--- src/hw/ice_cfg_pkg.sv ---
`default_nettype none

package ice_cfg_pkg;

	// UART bit period in clock cycles, kept short for simulation
	localparam int CLKS_PER_BIT = 8;
	localparam int CLK_CNT_W    = $clog2(CLKS_PER_BIT);

	// Start bit, eight data bits and one stop bit
	localparam int FRAME_BITS   = 10;

	// Equal samples needed before a button level flips
	localparam int DB_CYCLES    = 16;
	localparam int DB_CNT_W     = $clog2(DB_CYCLES);

	localparam int PB_W         = 4;
	localparam int GPIO_W       = 8;
	localparam int PWR_W        = 3;

endpackage

`default_nettype wire

--- src/hw/ice_cmd_pkg.sv ---
`default_nettype none

package ice_cmd_pkg;

	// Host opcodes, ASCII so a terminal can drive the board
	typedef enum logic [7:0] {
		OP_SET_PWR   = 8'h50,
		OP_SET_GPIO  = 8'h47,
		OP_READ_GPIO = 8'h52,
		OP_READ_PB   = 8'h42
	} ice_op_e;

	localparam logic [7:0] REPLY_OK  = 8'h4B;
	localparam logic [7:0] REPLY_BAD = 8'h3F;

	typedef enum logic [1:0] {
		ST_IDLE,
		ST_GET_ARG,
		ST_SEND,
		ST_WAIT_TX
	} ctrl_state_e;

endpackage

`default_nettype wire

--- src/hw/uart_rx.sv ---
`default_nettype none
`timescale 1ns/100ps

module uart_rx import ice_cfg_pkg::*; (
	input  wire        clk,
	input  wire        arst_n,
	input  wire        rx,
	output logic [7:0] rx_data,
	output logic       rx_valid
);

	logic [1:0]           rx_sync;
	logic                 rx_s;
	logic                 rx_prev;
	logic                 busy;
	logic [3:0]           bit_idx;
	logic [CLK_CNT_W-1:0] clk_cnt;
	logic [7:0]           shift_q;
	logic                 sample_now;

	assign rx_s = rx_sync[1];

	// Start bit checked after half a bit, later bits one full bit apart
	assign sample_now = (bit_idx == 4'd0) ?
		(clk_cnt == CLK_CNT_W'(CLKS_PER_BIT / 2 - 1)) :
		(clk_cnt == CLK_CNT_W'(CLKS_PER_BIT - 1));

	always_ff @(posedge clk or negedge arst_n) begin
		if (!arst_n) begin
			rx_sync  <= 2'b11;
			rx_prev  <= 1'b1;
			busy     <= 1'b0;
			bit_idx  <= '0;
			clk_cnt  <= '0;
			rx_valid <= 1'b0;
			rx_data  <= '0;
		end else begin
			rx_sync  <= {rx_sync[0], rx};
			rx_prev  <= rx_s;
			rx_valid <= 1'b0;
			if (!busy) begin
				// Falling edge marks a possible start bit
				if (rx_prev && !rx_s) begin
					busy    <= 1'b1;
					bit_idx <= '0;
					clk_cnt <= '0;
				end
			end else if (sample_now) begin
				clk_cnt <= '0;
				bit_idx <= bit_idx + 4'd1;
				if (bit_idx == 4'd0) begin
					// Line back high at mid start bit, treat as glitch
					if (rx_s) begin
						busy <= 1'b0;
					end
				end else if (bit_idx == 4'd9) begin
					busy <= 1'b0;
					// Low stop bit means framing error, drop the byte
					if (rx_s) begin
						rx_data  <= shift_q;
						rx_valid <= 1'b1;
					end
				end
			end else begin
				clk_cnt <= clk_cnt + 1'b1;
			end
		end
	end

	// LSB arrives first
	always_ff @(posedge clk) begin
		if (busy && sample_now && bit_idx >= 4'd1 && bit_idx <= 4'd8) begin
			shift_q <= {rx_s, shift_q[7:1]};
		end
	end

endmodule

`default_nettype wire

--- src/hw/uart_tx.sv ---
`default_nettype none
`timescale 1ns/100ps

module uart_tx import ice_cfg_pkg::*; (
	input  wire        clk,
	input  wire        arst_n,
	input  wire        tx_start,
	input  wire  [7:0] tx_data,
	output logic       tx,
	output logic       tx_busy
);

	logic [FRAME_BITS-1:0] shreg;
	logic [CLK_CNT_W-1:0]  clk_cnt;
	logic [3:0]            bit_cnt;

	// Shift register idles at all ones so the line rests high
	assign tx = shreg[0];

	always_ff @(posedge clk or negedge arst_n) begin
		if (!arst_n) begin
			shreg   <= '1;
			clk_cnt <= '0;
			bit_cnt <= '0;
			tx_busy <= 1'b0;
		end else if (!tx_busy) begin
			if (tx_start) begin
				shreg   <= {1'b1, tx_data, 1'b0};
				clk_cnt <= '0;
				bit_cnt <= '0;
				tx_busy <= 1'b1;
			end
		end else if (clk_cnt == CLK_CNT_W'(CLKS_PER_BIT - 1)) begin
			clk_cnt <= '0;
			shreg   <= {1'b1, shreg[FRAME_BITS-1:1]};
			// Busy drops as the stop bit ends
			if (bit_cnt == 4'(FRAME_BITS - 1)) begin
				tx_busy <= 1'b0;
			end else begin
				bit_cnt <= bit_cnt + 4'd1;
			end
		end else begin
			clk_cnt <= clk_cnt + 1'b1;
		end
	end

endmodule

`default_nettype wire

--- src/hw/pb_debounce.sv ---
`default_nettype none
`timescale 1ns/100ps

module pb_debounce import ice_cfg_pkg::*; (
	input  wire             clk,
	input  wire             arst_n,
	input  wire  [PB_W-1:0] pb_n,
	output logic [PB_W-1:0] pb_level
);

	logic [PB_W-1:0]     sync1;
	logic [PB_W-1:0]     sync2;
	logic [DB_CNT_W-1:0] cnt [PB_W];

	always_ff @(posedge clk or negedge arst_n) begin
		if (!arst_n) begin
			// Buttons are active low, so released reads as ones
			sync1    <= '1;
			sync2    <= '1;
			pb_level <= '0;
			for (int i = 0; i < PB_W; i++) begin
				cnt[i] <= '0;
			end
		end else begin
			sync1 <= pb_n;
			sync2 <= sync1;
			for (int i = 0; i < PB_W; i++) begin
				if (!sync2[i] == pb_level[i]) begin
					cnt[i] <= '0;
				end else if (cnt[i] == DB_CNT_W'(DB_CYCLES - 1)) begin
					// Held long enough, accept new level
					pb_level[i] <= !sync2[i];
					cnt[i]      <= '0;
				end else begin
					cnt[i] <= cnt[i] + 1'b1;
				end
			end
		end
	end

endmodule

`default_nettype wire

--- src/hw/ice_io_regs.sv ---
`default_nettype none
`timescale 1ns/100ps

module ice_io_regs import ice_cfg_pkg::*; (
	input  wire               clk,
	input  wire               arst_n,
	input  wire               clear_req,
	input  wire               wr_pwr,
	input  wire               wr_gpio,
	input  wire  [7:0]        wr_value,
	input  wire  [GPIO_W-1:0] gpio_in,
	output logic [GPIO_W-1:0] gpio_sync,
	output logic [GPIO_W-1:0] gpio_out,
	output logic              m3_0p6_sw,
	output logic              m3_1p2_sw,
	output logic              m3_vbatt_sw
);

	logic [PWR_W-1:0]  pwr_q;
	logic [GPIO_W-1:0] gpio_meta;

	// Bit 0 is 0.6 V, bit 1 is 1.2 V, bit 2 is battery
	assign m3_0p6_sw   = pwr_q[0];
	assign m3_1p2_sw   = pwr_q[1];
	assign m3_vbatt_sw = pwr_q[2];

	always_ff @(posedge clk or negedge arst_n) begin
		if (!arst_n) begin
			pwr_q    <= '0;
			gpio_out <= '0;
		end else if (clear_req) begin
			// PB[1] held, keep everything off
			pwr_q    <= '0;
			gpio_out <= '0;
		end else begin
			if (wr_pwr) begin
				pwr_q <= wr_value[PWR_W-1:0];
			end
			if (wr_gpio) begin
				gpio_out <= wr_value[GPIO_W-1:0];
			end
		end
	end

	// Two-flop synchronizer for readback
	always_ff @(posedge clk or negedge arst_n) begin
		if (!arst_n) begin
			gpio_meta <= '0;
			gpio_sync <= '0;
		end else begin
			gpio_meta <= gpio_in;
			gpio_sync <= gpio_meta;
		end
	end

endmodule

`default_nettype wire

--- src/hw/ice_cmd_ctrl.sv ---
`default_nettype none
`timescale 1ns/100ps

module ice_cmd_ctrl import ice_cfg_pkg::*, ice_cmd_pkg::*; (
	input  wire               clk,
	input  wire               arst_n,
	input  wire  [7:0]        rx_data,
	input  wire               rx_valid,
	input  wire  [GPIO_W-1:0] gpio_sync,
	input  wire  [PB_W-1:0]   pb_level,
	input  wire               tx_busy,
	output logic [7:0]        tx_data,
	output logic              tx_start,
	output logic              wr_pwr,
	output logic              wr_gpio,
	output logic [7:0]        wr_value
);

	ctrl_state_e state;
	ice_op_e     op_q;
	logic [7:0]  arg_q;
	logic        op_has_arg;

	// Only the two set commands carry an operand byte
	assign op_has_arg = (ice_op_e'(rx_data) == OP_SET_PWR) ||
		(ice_op_e'(rx_data) == OP_SET_GPIO);

	always_ff @(posedge clk or negedge arst_n) begin
		if (!arst_n) begin
			state <= ST_IDLE;
			op_q  <= OP_READ_PB;
			arg_q <= '0;
		end else begin
			case (state)
				ST_IDLE: begin
					if (rx_valid) begin
						op_q  <= ice_op_e'(rx_data);
						state <= op_has_arg ? ST_GET_ARG : ST_SEND;
					end
				end
				ST_GET_ARG: begin
					if (rx_valid) begin
						arg_q <= rx_data;
						state <= ST_SEND;
					end
				end
				ST_SEND: begin
					if (!tx_busy) begin
						state <= ST_WAIT_TX;
					end
				end
				ST_WAIT_TX: begin
					// Bytes arriving here are dropped
					if (!tx_busy) begin
						state <= ST_IDLE;
					end
				end
				default: state <= ST_IDLE;
			endcase
		end
	end

	// Register write shares the cycle with the reply start
	always_comb begin
		tx_start = (state == ST_SEND) && !tx_busy;
		wr_pwr   = tx_start && (op_q == OP_SET_PWR);
		wr_gpio  = tx_start && (op_q == OP_SET_GPIO);
		case (op_q)
			OP_SET_PWR,
			OP_SET_GPIO:  tx_data = REPLY_OK;
			OP_READ_GPIO: tx_data = 8'(gpio_sync);
			OP_READ_PB:   tx_data = 8'(pb_level);
			default:      tx_data = REPLY_BAD;
		endcase
	end

	assign wr_value = arg_q;

endmodule

`default_nettype wire

--- src/hw/ice_top.sv ---
`default_nettype none
`timescale 1ns/100ps

module ice_top import ice_cfg_pkg::*; (
	input  wire               clk,
	input  wire               arst_n,
	input  wire               uart_rxd,
	output logic              uart_txd,
	input  wire  [PB_W-1:0]   pb_n,
	input  wire  [GPIO_W-1:0] gpio_in,
	output logic [GPIO_W-1:0] gpio_out,
	output logic              m3_0p6_sw,
	output logic              m3_1p2_sw,
	output logic              m3_vbatt_sw
);

	logic [7:0]        rx_data;
	logic              rx_valid;
	logic [7:0]        tx_data;
	logic              tx_start;
	logic              tx_busy;
	logic              wr_pwr;
	logic              wr_gpio;
	logic [7:0]        wr_value;
	logic [GPIO_W-1:0] gpio_sync;
	logic [PB_W-1:0]   pb_level;

	uart_rx u_rx (
		.clk      (clk),
		.arst_n   (arst_n),
		.rx       (uart_rxd),
		.rx_data  (rx_data),
		.rx_valid (rx_valid)
	);

	uart_tx u_tx (
		.clk      (clk),
		.arst_n   (arst_n),
		.tx_start (tx_start),
		.tx_data  (tx_data),
		.tx       (uart_txd),
		.tx_busy  (tx_busy)
	);

	pb_debounce u_db (
		.clk      (clk),
		.arst_n   (arst_n),
		.pb_n     (pb_n),
		.pb_level (pb_level)
	);

	// PB[1] doubles as a soft clear of the output registers
	ice_io_regs u_regs (
		.clk         (clk),
		.arst_n      (arst_n),
		.clear_req   (pb_level[0]),
		.wr_pwr      (wr_pwr),
		.wr_gpio     (wr_gpio),
		.wr_value    (wr_value),
		.gpio_in     (gpio_in),
		.gpio_sync   (gpio_sync),
		.gpio_out    (gpio_out),
		.m3_0p6_sw   (m3_0p6_sw),
		.m3_1p2_sw   (m3_1p2_sw),
		.m3_vbatt_sw (m3_vbatt_sw)
	);

	ice_cmd_ctrl u_ctrl (
		.clk       (clk),
		.arst_n    (arst_n),
		.rx_data   (rx_data),
		.rx_valid  (rx_valid),
		.gpio_sync (gpio_sync),
		.pb_level  (pb_level),
		.tx_busy   (tx_busy),
		.tx_data   (tx_data),
		.tx_start  (tx_start),
		.wr_pwr    (wr_pwr),
		.wr_gpio   (wr_gpio),
		.wr_value  (wr_value)
	);

endmodule

`default_nettype wire

--- config.mk ---
export PLATFORM = sky130hd
export DESIGN_NAME = ice_top
export DESIGN_NICKNAME = d
export VERILOG_FILES = /design/src/hw/ice_cfg_pkg.sv /design/src/hw/ice_cmd_pkg.sv /design/src/hw/uart_rx.sv /design/src/hw/uart_tx.sv /design/src/hw/pb_debounce.sv /design/src/hw/ice_io_regs.sv /design/src/hw/ice_cmd_ctrl.sv /design/src/hw/ice_top.sv
export SDC_FILE = /design/constraint.sdc
export NUM_CORES = 1
export LEC_CHECK = 0
export ABC_AREA = 0
export CAP_MARGIN = 5
export CORE_ASPECT_RATIO = 0.7
export CORE_MARGIN = 4
export CORE_UTILIZATION = 50
export DETAILED_ROUTE_END_ITERATION = 8
export DONT_BUFFER_PORTS = 1
export GPL_ROUTABILITY_DRIVEN = 0
export SETUP_SLACK_MARGIN = 0.5
export SKIP_CTS_REPAIR_TIMING = 1
export SLEW_MARGIN = 10
export SYNTH_ARGS = -nofsm -noshare
export SYNTH_HDL_FRONTEND = slang
export SYNTH_SLANG_ARGS = --single-unit
--- constraint.sdc ---
create_clock -name clk -period 3.02 [get_ports clk]
set_clock_uncertainty 0.15 [all_clocks]
set_input_delay 0.151 -clock clk [delete_from_list [all_inputs] [get_ports clk]]
set_output_delay 0.151 -clock clk [all_outputs]
set_load 0.01 [all_outputs]
==> summary.md <==
| Metric | Value |
|---|---|
| Grt total ovfl | 0 |
| Final period util | 78.8% |
| Post-synthesis cell type count | 47 |
| Area growth syn-to-layout | 19.7% |
| Overall power | just over 0.005 W |
| DRT iter0 DRCs | between 150 and 200 |
| Initial Util | between 50% and 60% |
| Die span in y | around 90 µm |
| Slowest cell on crit path | dfrtp_1 |
| CP Launch Type | flip-flop |
| Post-synth ARST share | roughly 93% |
| Setup TNS Final | 0 ns |
| Syn Nets | about 400 |
| Clock power share | between 40% and 50% |
| Die area | 11300 µm² |
| Most frequent cells in the layout | dfrtp_1 (88), a21oi_1 (24), nand2_1 (24), dfstp_2 (22), o21ai_0 (21) |
| Crit path buf inv count | 1 |
| Internal power | ~0.0038 W |
| Fraction of layout cells with a size suffix above 1 | 21.3% |
| Num CTS Buffers | 17 |
| Post-synth EDFFs | 8 |
| Sink Count | roughly 120 |
| IO Pins | 27 |
| Sequential power share | around 41% |
| Crit path cell chain | inv_1 > ha_1 > nor3b_4 > mux2i_4 > and4_4 > mux2_4 |
| Root Buffer | clkbuf_16 |
| Number of remaining DRC errors | 0 |
| Net Switching | 0.00122 W |
| Worst Path Required | about 3.2 ns |
| Clock latency on the worst-skew pair | 0.40 ns |
| Routing usage on met1 | a little under a quarter |
| Top delay family on crit path | simple AND/OR/NAND/NOR gates |
| Most common cell after layout, fill and taps aside | dfrtp_1 |
| Vias in the first global route | around 2700 |
| Core area | just over 9000 µm² |
| Yosys reg bits | about 120 |
| Inserted Diodes | 0 |
| Met2 GRT Util | around a fifth |
| Fin crit period | ~2.4 ns |
| Syn_area_per_cell | between 10 and 15 µm² |
| Maxcap violations | 0 |
| Placed wire-length estimate | approximately 5.2 mm |
| Largest net degree at the start of global routing | around 110 |
| RSZ-0062 raised after global routing | false |
| Register area share after synthesis | a little over three fifths |
| DR vias | approximately 2900 |
| Max-slew headroom | 48.6% |
| WL final | 8.08 mm |
| Clock buffer depth | 2 |
| LEAKAGE | about 2.7 nW |
| Fmax | between 0.4 and 0.5 GHz |
| Count of standard-cell rows | 29 |
| Overall global routing resource usage | about 15% |
| Ys flop type | dfrtp_1 |
| Synth area leaders | dfrtp_1 (46%), dfstp_2 (12%), edfxtp_1 (5.0%) |
| CP peak stage delay | between 0.4 and 0.5 ns |
| Synthesized area | between 4000 and 5000 µm² |
| Port bufs | 0 |
| CTS tree | yes |
| Worst Hold Class | in2async |
| Met3 usage | around 5.5% |
| Crit-path max FO | 9 |
| ANT nets after route | 0 |
| CP arrival | approximately 2.5 ns |
| H-tree levels | 4 |
| Ys Warns | 0 |
| WS Path Type | reg2reg |
| Largest area contributor in the netlist | dfrtp_1 |
| Final setup violation count | 0 |
| Drt via density | between 5 and 6 |
| Gate power share | 14.5% |
| First-pass GRT wire length | ~14 mm |
| Max IR drop VDD | between 0.0005 and 0.0006 V |
| Power Density | a little under 900 nW/µm² |
| Top-area cell type share of the netlist area | between 40 and 50% |
| Gr busiest metal | met1 |
| Failing checks | hold timing |
| WHS | -0.704 ns |
| Wire per inst | approximately 15 µm |
| Antenna violations before repair | 0 |
| Clock Pin Slew Worst Setup and Hold Paths | approximately 0.05 ns |
| Die width | approximately 130 µm |
| Net Sw Frac | between 20% and 30% |
| Status | finished, violations left |
| CP Capture Type | flip-flop |
| Nets | between 400 and 500 |
| Pins Over Slew Limit | 0 |
| Hold Vio Cnt, Final | 110 |
| Worst-Margin Slew | between 0.7 and 0.8 ns |
| First drt pass iteration count | 4 |
| Syn Inst Count | 372 |
==> final timing paths <==
check	cells past startpoint	endpoint	from	slack (ns)
hold / removal	0	u_tx.clk_cnt[0]$_DFFE_PN0P_	arst_n	-0.70
max in group asynchronous	0	u_ctrl.op_q[1]$_DFFE_PN1P_	arst_n	3.18
hold reg to reg	0	u_regs.gpio_sync[0]$_DFF_PN0_	u_regs.gpio_meta[0]$_DFF_PN0_	0.20
min in group clk	1	u_rx.rx_sync[0]$_DFF_PN1_	uart_rxd	0.14
setup / recovery	6	u_rx.rx_data[6]$_DFFE_PN0P_	u_rx.bit_idx[0]$_DFFE_PN0P_	0.64
setup reg to reg	6	u_rx.rx_data[6]$_DFFE_PN0P_	u_rx.bit_idx[0]$_DFFE_PN0P_	0.64
==> state kept, by name, indices dropped and copies added (netlist names) <==
register,cells
u_db.cnt,16
u_tx.shreg,9
u_ctrl.op_q,8
u_ctrl.wr_value,8
u_regs.gpio_meta,8
u_regs.gpio_out,8
u_regs.gpio_sync,8
u_rx.rx_data,8
u_rx.shift_q,8
u_db.pb_level,4
u_db.sync1,4
u_db.sync2,4
u_rx.bit_idx,4
u_tx.bit_cnt,4
u_regs.pwr_q,3
u_rx.clk_cnt,3
u_tx.clk_cnt,3
u_ctrl.state,2
u_rx.rx_sync,2
u_rx.busy,1
u_rx.rx_prev,1
u_rx.rx_valid,1
u_tx.tx_busy,1
==> through the flow <==
step                setup WS (ns)  instances  util, %  instance area (µm²)
floorplan                   0.753        372        -                 4840
global placement            0.682        492     53.8                 4980
detailed placement          0.620        492     53.8                 4980
CTS                         0.611        524     61.1                 5650
global route                0.512        537     62.6                 5790
finish                      0.639        537     62.6                 5790
==> power groups by stage <==
stage | Sequential (W) | Combinational [W] | Clock [W]
floorplan | 0.00205 | 0.000581 | 0
global placement | 0.00210 | 0.000673 | 0
detailed placement | 0.00210 | 0.000699 | 0
CTS | 0.00208 | 0.000704 | 0.00227
global route | 0.00212 | 0.000830 | 0.00235
finish | 0.00208 | 0.000729 | 0.00222
==> routing by layer <==
metal | wire [µm] | share of wire (%)
met1 | 4220 | 52
met2 | 3490 | 43
met3 | 294 | 3.6
met4 | 80 | 0.99
met5 | 0 | 0
==> cell type report <==
class,instances,area [µm²]
multi-input combinational,228,1720
inverter,19,71.3
timing repair buffer,16,153
clock buffer,25,537
tap,124,155
fill,724,3460
sequential,118,3020
clock inverter,7,135
==> kinds of logic (layout without fill, tap and decap cells) <==
kind of cell,count (synthesis),after routing,share of synthesized area [%]
flip-flops,118,118,62.5
AND/OR/NAND/NOR,89,89,10.3
AO/OA/AOI/OAI,77,77,10.2
multiplexers,33,33,8.20
buffers and inverters,26,67,2.20
adder cells (fa/ha/maj),18,18,4.66
XOR/XNOR,11,11,1.99
==> Yosys cell counts, types with 7 or more instances <==
cell type   n
mux2_4      8
nor2_1     20
ha_1       18
a21oi_1    24
o21ai_0    21
dfrtp_1    88
mux2_2     18
edfxtp_1    8
dfstp_2    22
a22o_1     13
xor2_1      7
nand3_1     7
nand2_1    24
inv_1      19
Note: power is estimated with default switching activity, not from simulation.
